--- src/common/aqlad_pkg.sv ---
package aqlad_pkg;

	////////////////////////////// wishbone
	typedef logic [2:0]  wb_adr_t;	// word address
	typedef logic [31:0] wb_dat_t;

	// host side of a classic cycle
	typedef struct packed {
		logic    cyc;
		logic    stb;
		logic    we;
		wb_adr_t adr;
		wb_dat_t dat;
	} wb_req_t;

	////////////////////////////// register map
	localparam wb_adr_t REG_CTRL     = 3'd0;	// bit0 sw_en, bit1 cal start
	localparam wb_adr_t REG_SW_DELAY = 3'd1;
	localparam wb_adr_t REG_SW_LEN   = 3'd2;
	localparam wb_adr_t REG_SW_CYCLE = 3'd3;
	localparam wb_adr_t REG_ADC1_SPI = 3'd4;
	localparam wb_adr_t REG_ADC2_SPI = 3'd5;
	localparam wb_adr_t REG_STATUS   = 3'd6;

	// status word, trigger count sits in 31:16
	localparam int ST_ADC1_BUSY = 2;
	localparam int ST_ADC2_BUSY = 3;
	localparam int ST_CAL_BUSY  = 4;
	localparam int ST_SW_DONE   = 5;

	////////////////////////////// widths
	localparam int SW_TIME_W   = 20;	// switch delay / length
	localparam int SW_CYC_W    = 14;	// number of pulses
	localparam int SPI_FRAME_W = 24;

	typedef logic [SPI_FRAME_W-1:0] spi_frame_t;

	// switch settings, 55 bits
	typedef struct packed {
		logic                 en;
		logic [SW_TIME_W-1:0] delay;
		logic [SW_TIME_W-1:0] len;
		logic [SW_CYC_W-1:0]  cycle;
	} sw_cfg_t;

	// spi pins of one adc
	typedef struct packed {
		logic scsn;
		logic sclk;
		logic sdi;
	} adc_spi_t;

	////////////////////////////// defaults for the top level
	localparam int SCLK_DIV_DEF  = 2;	// clk_i cycles per sclk half period
	localparam int CAL_SETUP_DEF = 8;	// caldly high to cal high
	localparam int CAL_PULSE_DEF = 16;	// cal width

endpackage

--- src/adc_cfg/adc_spi_cfg.sv ---
`timescale 1ns/1ps

module adc_spi_cfg #(
	parameter int SCLK_DIV = 2	// clk_i cycles per sclk half period
) (
	input  logic                  clk_i,
	input  logic                  rst_n_i,
	input  logic                  start_i,
	input  aqlad_pkg::spi_frame_t frame_i,
	output logic                  busy_o,
	output aqlad_pkg::adc_spi_t   spi_o
);
	import aqlad_pkg::*;

	localparam int DIV_W = $clog2(SCLK_DIV) + 1;

	logic             active;	// frame in progress, scsn low
	logic             sclk_q;
	logic [DIV_W-1:0] div_cnt;	// half period counter
	logic [4:0]       bit_cnt;	// bits sent, 24 means tail cycle
	spi_frame_t       shift_q;

	////////////////////////////// control
	always_ff @(posedge clk_i) begin
		if (!rst_n_i) begin
			active  <= 1'b0;
			sclk_q  <= 1'b0;
			div_cnt <= '0;
			bit_cnt <= '0;
		end else if (!active) begin
			if (start_i) begin
				active  <= 1'b1;
				sclk_q  <= 1'b0;
				div_cnt <= '0;
				bit_cnt <= '0;
			end
		end else if (bit_cnt == 5'(SPI_FRAME_W)) begin
			active <= 1'b0;	// one cycle after the last sclk fall
		end else if (div_cnt == DIV_W'(SCLK_DIV - 1)) begin
			div_cnt <= '0;
			sclk_q  <= ~sclk_q;	// rise mid bit, fall at bit end
			if (sclk_q) begin
				bit_cnt <= bit_cnt + 5'd1;
			end
		end else begin
			div_cnt <= div_cnt + 1'b1;
		end
	end

	////////////////////////////// shift, msb first
	always_ff @(posedge clk_i) begin
		if (!active && start_i) begin
			shift_q <= frame_i;
		end else if (active && sclk_q && div_cnt == DIV_W'(SCLK_DIV - 1)) begin
			shift_q <= {shift_q[SPI_FRAME_W-2:0], 1'b0};	// next bit while sclk low
		end
	end

	assign busy_o     = active;
	assign spi_o.scsn = ~active;
	assign spi_o.sclk = sclk_q;
	assign spi_o.sdi  = active & shift_q[SPI_FRAME_W-1];

endmodule

--- src/adc_cfg/adc_calib.sv ---
`timescale 1ns/1ps

module adc_calib #(
	parameter int CAL_SETUP = 8,	// caldly high to cal high
	parameter int CAL_PULSE = 16	// cal width
) (
	input  logic clk_i,
	input  logic rst_n_i,
	input  logic start_i,
	input  logic calrun1_i,
	input  logic calrun2_i,
	output logic busy_o,
	output logic cal_o,
	output logic caldly_o
);
	localparam int CNT_MAX = (CAL_SETUP > CAL_PULSE) ? CAL_SETUP : CAL_PULSE;
	localparam int CNT_W   = $clog2(CNT_MAX + 1);

	typedef enum logic [1:0] {
		C_IDLE,
		C_SETUP,
		C_PULSE,
		C_WAIT	// until both calrun low
	} cal_state_t;

	cal_state_t       state;
	logic [CNT_W-1:0] cnt;

	////////////////////////////// sequencer
	always_ff @(posedge clk_i) begin
		if (!rst_n_i) begin
			state <= C_IDLE;
			cnt   <= '0;
		end else begin
			case (state)
				C_IDLE: begin
					if (start_i) begin	// ignored in any other state
						state <= C_SETUP;
						cnt   <= '0;
					end
				end
				C_SETUP: begin
					if (cnt == CNT_W'(CAL_SETUP - 1)) begin
						state <= C_PULSE;
						cnt   <= '0;
					end else begin
						cnt <= cnt + 1'b1;
					end
				end
				C_PULSE: begin
					if (cnt == CNT_W'(CAL_PULSE - 1)) begin
						state <= C_WAIT;
					end else begin
						cnt <= cnt + 1'b1;
					end
				end
				C_WAIT: begin
					if (!calrun1_i && !calrun2_i) state <= C_IDLE;	// open ended wait
				end
				default: state <= C_IDLE;
			endcase
		end
	end

	assign caldly_o = (state != C_IDLE);
	assign cal_o    = (state == C_PULSE);
	assign busy_o   = caldly_o;

endmodule

--- src/logic/wb_regs.sv ---
`timescale 1ns/1ps

module wb_regs (
	input  logic                  clk_i,
	input  logic                  rst_n_i,
	input  aqlad_pkg::wb_req_t    wb_i,
	output aqlad_pkg::wb_dat_t    wb_dat_o,
	output logic                  wb_ack_o,
	// spi writers
	output logic                  spi1_start_o,
	output logic                  spi2_start_o,
	output aqlad_pkg::spi_frame_t spi_frame_o,
	input  logic                  spi1_busy_i,
	input  logic                  spi2_busy_i,
	// calibration
	output logic                  cal_start_o,
	input  logic                  cal_busy_i,
	// switch
	output aqlad_pkg::sw_cfg_t    sw_cfg_o,
	input  logic [15:0]           trig_cnt_i,
	input  logic                  sw_done_i
);
	import aqlad_pkg::*;

	logic       req;	// new cycle seen
	logic       stall;	// target spi writer busy
	logic       accept;
	logic       wr;
	logic       hit_spi1, hit_spi2;
	wb_dat_t    rd_dat;
	spi_frame_t adc1_frame, adc2_frame;	// last frames, for readback

	////////////////////////////// decode
	// ack is a one cycle pulse, so skip the cycle it is already high
	assign req      = wb_i.cyc & wb_i.stb & ~wb_ack_o;
	assign hit_spi1 = (wb_i.adr == REG_ADC1_SPI);
	assign hit_spi2 = (wb_i.adr == REG_ADC2_SPI);
	assign stall    = wb_i.we & ((hit_spi1 & spi1_busy_i) | (hit_spi2 & spi2_busy_i));
	assign accept   = req & ~stall;
	assign wr       = accept & wb_i.we;

	// read mux
	always_comb begin
		rd_dat = '0;
		case (wb_i.adr)
			REG_CTRL: begin
				rd_dat[0] = sw_cfg_o.en;	// bit1 reads 0
			end
			REG_SW_DELAY: begin
				rd_dat[SW_TIME_W-1:0] = sw_cfg_o.delay;
			end
			REG_SW_LEN: begin
				rd_dat[SW_TIME_W-1:0] = sw_cfg_o.len;
			end
			REG_SW_CYCLE: begin
				rd_dat[SW_CYC_W-1:0] = sw_cfg_o.cycle;
			end
			REG_ADC1_SPI: begin
				rd_dat[SPI_FRAME_W-1:0] = adc1_frame;
			end
			REG_ADC2_SPI: begin
				rd_dat[SPI_FRAME_W-1:0] = adc2_frame;
			end
			REG_STATUS: begin
				rd_dat[ST_ADC1_BUSY] = spi1_busy_i;
				rd_dat[ST_ADC2_BUSY] = spi2_busy_i;
				rd_dat[ST_CAL_BUSY]  = cal_busy_i;
				rd_dat[ST_SW_DONE]   = sw_done_i;
				rd_dat[31:16]        = trig_cnt_i;
			end
			default: ;	// unmapped reads as 0
		endcase
	end

	////////////////////////////// registers
	always_ff @(posedge clk_i) begin
		if (!rst_n_i) begin
			wb_ack_o     <= 1'b0;
			wb_dat_o     <= '0;
			spi1_start_o <= 1'b0;
			spi2_start_o <= 1'b0;
			spi_frame_o  <= '0;
			cal_start_o  <= 1'b0;
			sw_cfg_o     <= '0;
			adc1_frame   <= '0;
			adc2_frame   <= '0;
		end else begin
			wb_ack_o     <= accept;
			// start pulses go out with the ack
			spi1_start_o <= wr & hit_spi1;
			spi2_start_o <= wr & hit_spi2;
			cal_start_o  <= wr & (wb_i.adr == REG_CTRL) & wb_i.dat[1];	// adc_calib drops it if busy

			if (accept && !wb_i.we) begin
				wb_dat_o <= rd_dat;
			end

			if (wr) begin
				case (wb_i.adr)
					REG_CTRL:     sw_cfg_o.en    <= wb_i.dat[0];
					REG_SW_DELAY: sw_cfg_o.delay <= wb_i.dat[SW_TIME_W-1:0];
					REG_SW_LEN:   sw_cfg_o.len   <= wb_i.dat[SW_TIME_W-1:0];
					REG_SW_CYCLE: sw_cfg_o.cycle <= wb_i.dat[SW_CYC_W-1:0];
					REG_ADC1_SPI: begin
						adc1_frame  <= wb_i.dat[SPI_FRAME_W-1:0];
						spi_frame_o <= wb_i.dat[SPI_FRAME_W-1:0];
					end
					REG_ADC2_SPI: begin
						adc2_frame  <= wb_i.dat[SPI_FRAME_W-1:0];
						spi_frame_o <= wb_i.dat[SPI_FRAME_W-1:0];
					end
					default: ;	// status is read only
				endcase
			end
		end
	end

endmodule

--- src/logic/trig_switch.sv ---
`timescale 1ns/1ps

module trig_switch (
	input  logic               clk_i,
	input  logic               rst_n_i,
	input  aqlad_pkg::sw_cfg_t cfg_i,
	input  logic               trigger_i,	// async
	output logic               switch_o,
	output logic [15:0]        trig_cnt_o,	// accepted triggers
	output logic               done_o
);
	import aqlad_pkg::*;

	typedef enum logic [1:0] {
		S_IDLE,
		S_DELAY,
		S_PULSE
	} state_t;

	state_t               state;
	logic                 trig_s1, trig_s2, trig_s3;	// 2 sync flops + history
	logic                 edge_q;	// registered rising edge
	logic                 accept;
	logic [SW_TIME_W-1:0] cnt;

	////////////////////////////// trigger sync and edge
	always_ff @(posedge clk_i) begin
		if (!rst_n_i) begin
			trig_s1 <= 1'b0;
			trig_s2 <= 1'b0;
			trig_s3 <= 1'b0;
			edge_q  <= 1'b0;
		end else begin
			trig_s1 <= trigger_i;
			trig_s2 <= trig_s1;
			trig_s3 <= trig_s2;
			edge_q  <= trig_s2 & ~trig_s3;
		end
	end

	// only taken when idle and not yet done
	assign accept = edge_q & cfg_i.en & ~done_o & (state == S_IDLE);

	////////////////////////////// delay / length / cycle
	always_ff @(posedge clk_i) begin
		if (!rst_n_i || !cfg_i.en) begin	// sw_en low rearms
			state      <= S_IDLE;
			cnt        <= '0;
			trig_cnt_o <= '0;
			done_o     <= 1'b0;
		end else begin
			case (state)
				S_IDLE: begin
					if (accept) begin
						trig_cnt_o <= trig_cnt_o + 16'd1;
						cnt        <= SW_TIME_W'(1);
						state      <= (cfg_i.delay == '0) ? S_PULSE : S_DELAY;
					end
				end
				S_DELAY: begin
					if (cnt >= cfg_i.delay) begin
						cnt   <= SW_TIME_W'(1);
						state <= S_PULSE;
					end else begin
						cnt <= cnt + 1'b1;
					end
				end
				S_PULSE: begin
					if (cnt >= cfg_i.len) begin	// len 0 still gives one cycle
						state <= S_IDLE;
						// cycle 0 never finishes
						done_o <= (trig_cnt_o == 16'(cfg_i.cycle));
					end else begin
						cnt <= cnt + 1'b1;
					end
				end
				default: state <= S_IDLE;
			endcase
		end
	end

	assign switch_o = (state == S_PULSE);

endmodule

--- src/logic/aqlad_ctrl_top.sv ---
`timescale 1ns/1ps

module aqlad_ctrl_top #(
	parameter int SCLK_DIV  = aqlad_pkg::SCLK_DIV_DEF,
	parameter int CAL_SETUP = aqlad_pkg::CAL_SETUP_DEF,
	parameter int CAL_PULSE = aqlad_pkg::CAL_PULSE_DEF
) (
	input  logic                clk_i,
	input  logic                rst_n_i,
	// host bus
	input  aqlad_pkg::wb_req_t  wb_i,
	output aqlad_pkg::wb_dat_t  wb_dat_o,
	output logic                wb_ack_o,
	// adc config and calibration
	output aqlad_pkg::adc_spi_t adc1_spi_o,
	output aqlad_pkg::adc_spi_t adc2_spi_o,
	input  logic                adc1_calrun_i,
	input  logic                adc2_calrun_i,
	output logic                adc_cal_o,	// shared by both adcs
	output logic                adc_caldly_o,
	// switch
	input  logic                trigger_i,
	output logic                switch_o,
	output logic [2:0]          led_o
);
	import aqlad_pkg::*;

	logic       spi1_start, spi2_start;
	logic       spi1_busy, spi2_busy;
	spi_frame_t spi_frame;	// one frame bus, only one start at a time
	logic       cal_start, cal_busy;
	sw_cfg_t    sw_cfg;
	logic [15:0] trig_cnt;
	logic       sw_done;

	////////////////////////////// register file
	wb_regs u_regs (
		.clk_i        (clk_i),
		.rst_n_i      (rst_n_i),
		.wb_i         (wb_i),
		.wb_dat_o     (wb_dat_o),
		.wb_ack_o     (wb_ack_o),
		.spi1_start_o (spi1_start),
		.spi2_start_o (spi2_start),
		.spi_frame_o  (spi_frame),
		.spi1_busy_i  (spi1_busy),
		.spi2_busy_i  (spi2_busy),
		.cal_start_o  (cal_start),
		.cal_busy_i   (cal_busy),
		.sw_cfg_o     (sw_cfg),
		.trig_cnt_i   (trig_cnt),
		.sw_done_i    (sw_done)
	);

	////////////////////////////// adc config
	adc_spi_cfg #(.SCLK_DIV(SCLK_DIV)) u_spi1 (
		.clk_i   (clk_i),
		.rst_n_i (rst_n_i),
		.start_i (spi1_start),
		.frame_i (spi_frame),
		.busy_o  (spi1_busy),
		.spi_o   (adc1_spi_o)
	);

	adc_spi_cfg #(.SCLK_DIV(SCLK_DIV)) u_spi2 (
		.clk_i   (clk_i),
		.rst_n_i (rst_n_i),
		.start_i (spi2_start),
		.frame_i (spi_frame),
		.busy_o  (spi2_busy),
		.spi_o   (adc2_spi_o)
	);

	adc_calib #(.CAL_SETUP(CAL_SETUP), .CAL_PULSE(CAL_PULSE)) u_calib (
		.clk_i     (clk_i),
		.rst_n_i   (rst_n_i),
		.start_i   (cal_start),
		.calrun1_i (adc1_calrun_i),
		.calrun2_i (adc2_calrun_i),
		.busy_o    (cal_busy),
		.cal_o     (adc_cal_o),
		.caldly_o  (adc_caldly_o)
	);

	////////////////////////////// switch
	trig_switch u_switch (
		.clk_i      (clk_i),
		.rst_n_i    (rst_n_i),
		.cfg_i      (sw_cfg),
		.trigger_i  (trigger_i),
		.switch_o   (switch_o),
		.trig_cnt_o (trig_cnt),
		.done_o     (sw_done)
	);

	// leds follow calrun
	assign led_o[0] = adc1_calrun_i & adc2_calrun_i;	// both running
	assign led_o[1] = adc1_calrun_i;
	assign led_o[2] = adc2_calrun_i;

endmodule

--- config.mk ---
export PLATFORM = sky130hd
export DESIGN_NAME = aqlad_ctrl_top
export DESIGN_NICKNAME = d
export VERILOG_FILES = /design/src/common/aqlad_pkg.sv /design/src/adc_cfg/adc_spi_cfg.sv /design/src/adc_cfg/adc_calib.sv /design/src/logic/wb_regs.sv /design/src/logic/trig_switch.sv /design/src/logic/aqlad_ctrl_top.sv
export SDC_FILE = /design/constraint.sdc
export NUM_CORES = 1
export LEC_CHECK = 0
export BUFFER_PORTS_ARGS = -buffer_cell sky130_fd_sc_hd__buf_4
export CORE_MARGIN = 4
export CORE_UTILIZATION = 53
export DETAILED_ROUTE_END_ITERATION = 7
export PLACE_DENSITY = 0.71
export SLEW_MARGIN = 40
export SYNTH_ARGS = -nofsm -noshare
export SYNTH_HDL_FRONTEND = slang
export SYNTH_HIERARCHICAL = 1
export SYNTH_SLANG_ARGS = --single-unit
--- constraint.sdc ---
create_clock -name clk_i -period 4.8 [get_ports clk_i]
set_input_delay 0.48 -clock clk_i [delete_from_list [all_inputs] [get_ports clk_i]]
set_output_delay 0.48 -clock clk_i [all_outputs]
set_load 0.02 [all_outputs]
==> out/qor.csv, run 1 <==
metric,value,unit
routed_wl,35900,µm
ys_seq_area_share,44.4,%
final_util,60.5,%
clock.fmax,0.336,GHz
drtAntennaViolNets,0,
hold_class,in2reg,
netlist_top_cells_count,"nand2_1, dfxtp_1, nand3_1",
cp-end-kind,flip-flop,
finalNonFillerCells,1912,
ys_warn_count,6,
peakVddDrop,0.000271,V
diodes,0,
synth_nets,1641,
grt_max_degree,108,
rsz0062_at_grt,no,
io_buffers,79,
num_rows,58,
skew,11.7,ps
ys.flop_type,dfxtp_1,
fin_hold_ws,142,ps
final_hold_viol_count,0,
clock_latency,550,ps
switching_share,22.7,%
power_frac_clock,46.8,%
cts_root_buf,clkbuf_16,
syn-cell-area,13700,µm²
cts.sinks,279,
post-cts-setup-buffers,0,
cts_buffers,29,
arrival,3400,ps
yosysMostFrequentCell,nand2_1,
netlist.area_leader.share,33.8,%
htreeDepth,1,
remaining_drc_errors,0,
cap_violations,0,
dp.cells,1857,
dieHeight,169,µm
drtPass1Iterations,7,
required,5230,ps
synth-edff-count,48,
dpl_cell_area,14200,µm²
ioPinCount,88,
synth.avg_cell_area,8.87,µm²
ys_seq_elements,279,
setup_viol,0,
routedWlPerCell,18.8,µm
overflow,0,
antenna_found_initial,0,
pwr-share-comb,6.1,%
tightestPinTransition,741,ps
cts_tree,yes,
hpwl,24400,µm
final_area,15300,µm²
nNetsFinal,1660,
grt_usage,24.4,%
clkTransAtPathRegs,60,ps
place.gp.congestion,0.897,
holdBufCountCts,0,
cp-start-kind,flip-flop,
nFillCells,2218,
synthCells,1540,
async_flop_share,0,%
intPower,3960,µW
slew_headroom,50.5,%
first_global_vias,10609,
power_frac_seq,47.1,%
maxSlewViolCount,0,
routed_via_density,5.97,
grt_pass1_wl,56900,µm
yosysTopAreaCell,dfxtp_1,
status,"complete, no violations",
synthTopCellsByArea,"dfxtp_1, edfxtp_1, nand2_1, nand3_1, ha_1",
area_growth_syn_to_layout,11.9,%
cts-resized-gates,0,
drive_gt1_share,13.3,%
cp_max_fo,25,
min_period,2970,ps
path_class,reg2reg,
power.density,335,nW/µm²
core_area,25300,µm²
drtIter0Drc,1041,
leakage,0.00566,µW
fin_crit_sh,62.0,%
vias,11412,
fp.dieW,169,µm
start_util,54.1,%
switchingPower,1160,µW
synthDistinctLibCells,85,
fin_setup_tns,0,ps
dieArea,28400,µm²
clk_path_buf_depth,3,
## placed cells by master (no fill, tap or decap), types with 6 or more instances in the layout
| cell | instances |
|---|---|
| a211oi_1 | 8 |
| a21boi_0 | 9 |
| a21oi_1 | 45 |
| a222oi_1 | 8 |
| a22o_1 | 12 |
| a22oi_1 | 17 |
| a31oi_1 | 18 |
| and2_1 | 20 |
| and3_1 | 12 |
| buf_4 | 91 |
| bufinv_16 | 6 |
| clkbuf_16 | 29 |
| clkinv_2 | 7 |
| dfxtp_1 | 231 |
| edfxtp_1 | 48 |
| ha_1 | 58 |
| inv_1 | 61 |
| mux2_2 | 19 |
| mux2i_1 | 31 |
| nand2_1 | 259 |
| nand2b_1 | 10 |
| nand3_1 | 152 |
| nand3_2 | 8 |
| nand4_1 | 18 |
| nand4b_1 | 10 |
| nor2_1 | 50 |
| nor2b_1 | 33 |
| nor3_1 | 10 |
| nor4_1 | 7 |
| o21ai_0 | 107 |
| o21ai_1 | 37 |
| or3_1 | 6 |
| xnor2_1 | 23 |
| xor2_1 | 12 |
## power by group through the flow
stage / registers (µW) / clock network (µW) / logic, µW
floorplan: 2460 / 0 / 200
global route: 2410 / 2540 / 339
CTS: 2410 / 2430 / 312
detailed placement: 2460 / 0 / 310
global placement: 2460 / 0 / 304
finish: 2410 / 2390 / 314
## worst paths after layout
kind | endpoint | cells after the start | slack (ps) | start
worst max register to register | u_switch/cnt[10] | 8 | 1830 | u_switch/cnt[2]
worst max-delay path | u_switch/cnt[10] | 8 | 1830 | u_switch/cnt[2]
worst min-delay path | u_switch/trig_s1 | 2 | 140 | trigger_i
worst min register to register | u_switch/edge_q | 1 | 380 | u_switch/trig_s3
## per-layer routing
metal	up-vias	GRT usage, %	wire [µm]
met5	-	0	0
met4	0	7.87	1220
met3	80	2.64	2070
met2	369	40.0	16700
met1	5465	34.1	15900
li1	5498	-	-
## through the flow
stage	power (µW)	setup WS, ps
after floorplan	2660	2440
after global placement	2770	1690
after detailed placement	2770	1700
after CTS	5160	1700
after global routing	5290	1570
final	5120	1830
## critical path, stage by stage, from the launching register on
cell      delay, ps
dfxtp_1         500
ha_1            310
a211oi_1        220
o21ai_0         130
a211oi_1        440
o211ai_4        210
a21boi_4        570
nand2_1         180
o41ai_1         300
## registers in the layout (all words and copies together) (netlist names), 16 cells and up
signal,count
u_regs/sw_cfg_o,55
u_regs/adc1_frame,24
u_regs/wb_dat_o,32
u_regs/adc2_frame,24
u_regs/spi_frame_o,24
u_spi1/shift_q,24
u_switch/trig_cnt_o,16
u_switch/cnt,20
u_spi2/shift_q,24
## cell families (layout without fill, tap and decap cells)
logic type	after synthesis	count (layout)	synth area share (%)
fa+ha+maj	58	58	5.31
simple gates	636	636	23.5
mux	50	50	3.84
compound gates	314	314	14.8
buf+inv	168	210	5.82
xor+xnor	35	35	2.24
flops	279	279	44.4
## area by class of cell
class                           instances  area, µm²  share of cell area (%)
Tap cell                              330        413                    2.70
Clock inverter                         20        258                    1.69
Timing Repair Buffer                   94        728                    4.76
Clock buffer                           34        764                    5.00
Inverter                               62        233                    1.52
Multi-Input combinational cell       1093       6830                    44.7
Sequential cell                       279       6070                    39.7
No activity file was read; power rests on OpenSTA's default activity.
==> run 2: changes to the inputs <==
PLACE_DENSITY = 0.74   (was 0.71)
clock period = 2.65 ns   (was 4.8 ns; I/O delays follow)
==> run 2 against run 1 <==
Compared with the run above: combinational power up 98%; sequential share of layout area shrank 1.3 points; highest routed layer unchanged; register-to-register slack worse by 1700 ps.
==> out/qor.csv, run 2 (same netlist as run 1, synthesis figures left out) <==
metric,value,unit,change
clock.fmax,0.394,GHz,was 0.336 GHz
drtPass1Iterations,6,,was 7
layout_common_cells,"nand2_1, dfxtp_1, nand3_1",,unchanged
dieHeight,169,µm,unchanged
arrival,2970,ps,was 3400 ps
hold_class,in2reg,,unchanged
fin_setup_tns,0,ps,unchanged
min_period,2540,ps,was 2970 ps
fin_crit_sh,95.7,%,was 62.0%
first_global_vias,11188,,was 10.6k
cp_cell_sequence,inv_1 -> ha_1 -> a211oi_1 -> o21ai_0 -> a211oi_2 -> o211ai_4 -> and2_1 -> o41ai_4 -> buf_4 -> nor2_1,,was ha_1 -> a211oi_1 -> o21ai_0 -> a211oi_1 -> o211ai_4 -> a21boi_4 -> nand2_1 -> o41ai_1
cts.sinks,279,,unchanged
maxSlewViolCount,0,,unchanged
crit_family,compound AO/OA/AOI/OAI gates,,unchanged
start_util,54.1,%,unchanged
core_area,25300,µm²,unchanged
nFillCells,2113,,"was 2,218"
skew,12.6,ps,was 11.7 ps
drtAntennaViolNets,0,,unchanged
nNetsFinal,1727,,"was 1,660"
rr_worst_depth,10,,was 8
routed_via_density,5.92,,was 5.97
cts_tree,yes,,unchanged
cap_violations,0,,unchanged
antenna_found_initial,0,,unchanged
cp_num_cells,10,,was 8
hpwl,25700,µm,"was 24,400 µm"
tightestPinTransition,701,ps,was 741 ps
grt_pass1_wl,58800,µm,"was 56,900 µm"
cts_root_buf,clkbuf_16,,unchanged
remaining_drc_errors,0,,unchanged
power.density,575,nW/µm²,was 335 nW/µm²
peakVddDrop,0.000640,V,was 0.000271 V
setup_viol,0,,unchanged
cts_buffers,29,,unchanged
place.gp.congestion,0.914,,was 0.897
cp_max_fo,8,,was 25
overflow,0,,unchanged
largest_reg_flops,55,,unchanged
io_buffers,79,,unchanged
dieArea,28400,µm²,unchanged
num_rows,58,,unchanged
leakage,0.00598,µW,was 0.00566 µW
grt_max_degree,98,,was 108
top_register,u_regs/sw_cfg_o,,unchanged
clk_path_buf_depth,3,,unchanged
drive_gt1_share,15.6,%,was 13.3%
status,"complete, no violations",,unchanged
fp.dieW,169,µm,unchanged
clock_latency,550,ps,about the same
vias,11711,,was 11.4k
area_growth_syn_to_layout,15.6,%,was 11.9%
drtIter0Drc,1200,,"was 1,041"
clkTransAtPathRegs,60,ps,about the same
diodes,0,,unchanged
routed_wl,37100,µm,"was 35,900 µm"
final_hold_viol_count,0,,unchanged
htreeDepth,1,,unchanged
path_buf_inv,2,,was 0
final_common_cell,nand2_1,,unchanged
slowest_stage,dfxtp_1,,was a21boi_4
rsz0062_at_grt,yes,,was no
cp-end-kind,flip-flop,,unchanged
cp-start-kind,flip-flop,,unchanged
routedWlPerCell,18.7,µm,was 18.8 µm
grt_usage,25.2,%,was 24.4%
path_class,reg2reg,,unchanged
top_regs,"u_regs/sw_cfg_o (55), u_regs/wb_dat_o (32)",,unchanged
slew_headroom,53.2,%,was 50.5%
ioPinCount,88,,unchanged
fin_hold_ws,21.3,ps,was 142 ps
hold_depth,3,,was 2
required,3090,ps,was 5230 ps
critical_path.max_stage_delay,350,ps,was 570 ps
## run 2: cell count changes in the layout (fill, tap and decap cells not counted), moves of 3 or more
cell / change
buf_4: +47
bufinv_16: -3
clkinv_2: +3
clkinvlp_4: -3
dlygate4sd3_1: +19
## run 2: power by group
part | switching, µW | internal [µW]
Sequential | 33.6 | 4330
Clock | 1710 | 2380
Combinational | 386 | 235
Total | 2130 | 6950
## run 2: path summary, 6_finish.rpt
| path | slack (ps) | from | endpoint |
|---|---|---|---|
| max | 110 | u_regs/sw_cfg_o[16] | u_switch/cnt[19] |
| min | 20 | wb_i[12] | u_regs/spi_frame_o[12] |
| max reg2reg | 110 | u_regs/sw_cfg_o[16] | u_switch/cnt[19] |
| min reg2reg | 390 | u_switch/trig_s3 | u_switch/edge_q |
## run 2: metal layers
| metal | track usage, % | up-vias | wire length (µm) |
|---|---|---|---|
| li1 | - | 5610 | - |
| met1 | 34.1 | 5599 | 15800 |
| met2 | 41.9 | 429 | 17300 |
| met3 | 3.48 | 73 | 2700 |
| met4 | 7.97 | 0 | 1200 |
| met5 | 0 | - | 0 |
## run 2: metrics by stage
step / total power [µW] / cell area [µm²] / instances / setup WS, ps / util, %
CTS: 9110 / 15700 / 1976 / 19.6 / 62.3
global route: 9340 / 15800 / 1979 / -7.06 / 62.5
global placement: 5030 / 14600 / 1903 / 98.3 / 57.8
floorplan: 4830 / 13700 / 1540 / 286 / -
finish: 9080 / 15800 / 1979 / 114 / 62.5
detailed placement: 5040 / 14600 / 1903 / -18.6 / 57.8
## run 2: layout make-up
cell class                      instances  area [µm²]  area share, %
Multi-Input combinational cell       1093        6850           43.4
Sequential cell                       279        6070           38.4
Timing Repair Buffer                  161        1290           8.16
Clock buffer                           36         782           4.95
Tap cell                              330         413           2.61
Inverter                               62         233           1.47
Clock inverter                         18         164           1.04
## run 2: what timing repair did
item | CTS | global route
hold buffers | 19 | 0
endpoints found under the hold margin | 19 | 0
endpoints found under the setup margin | 1 | 20
pin swaps | 0 | 6
buffers inserted | 0 | 3
gates resized for setup | 1 | 7
## run 2: worst reg2reg max path, cell delays in order (launching register included)
cell and delay (ps):
dfxtp_1 350, inv_1 80, ha_1 310, a211oi_1 240, o21ai_0 160, a211oi_2 330
o211ai_4 170, and2_1 250, o41ai_4 280, buf_4 210, nor2_1 60
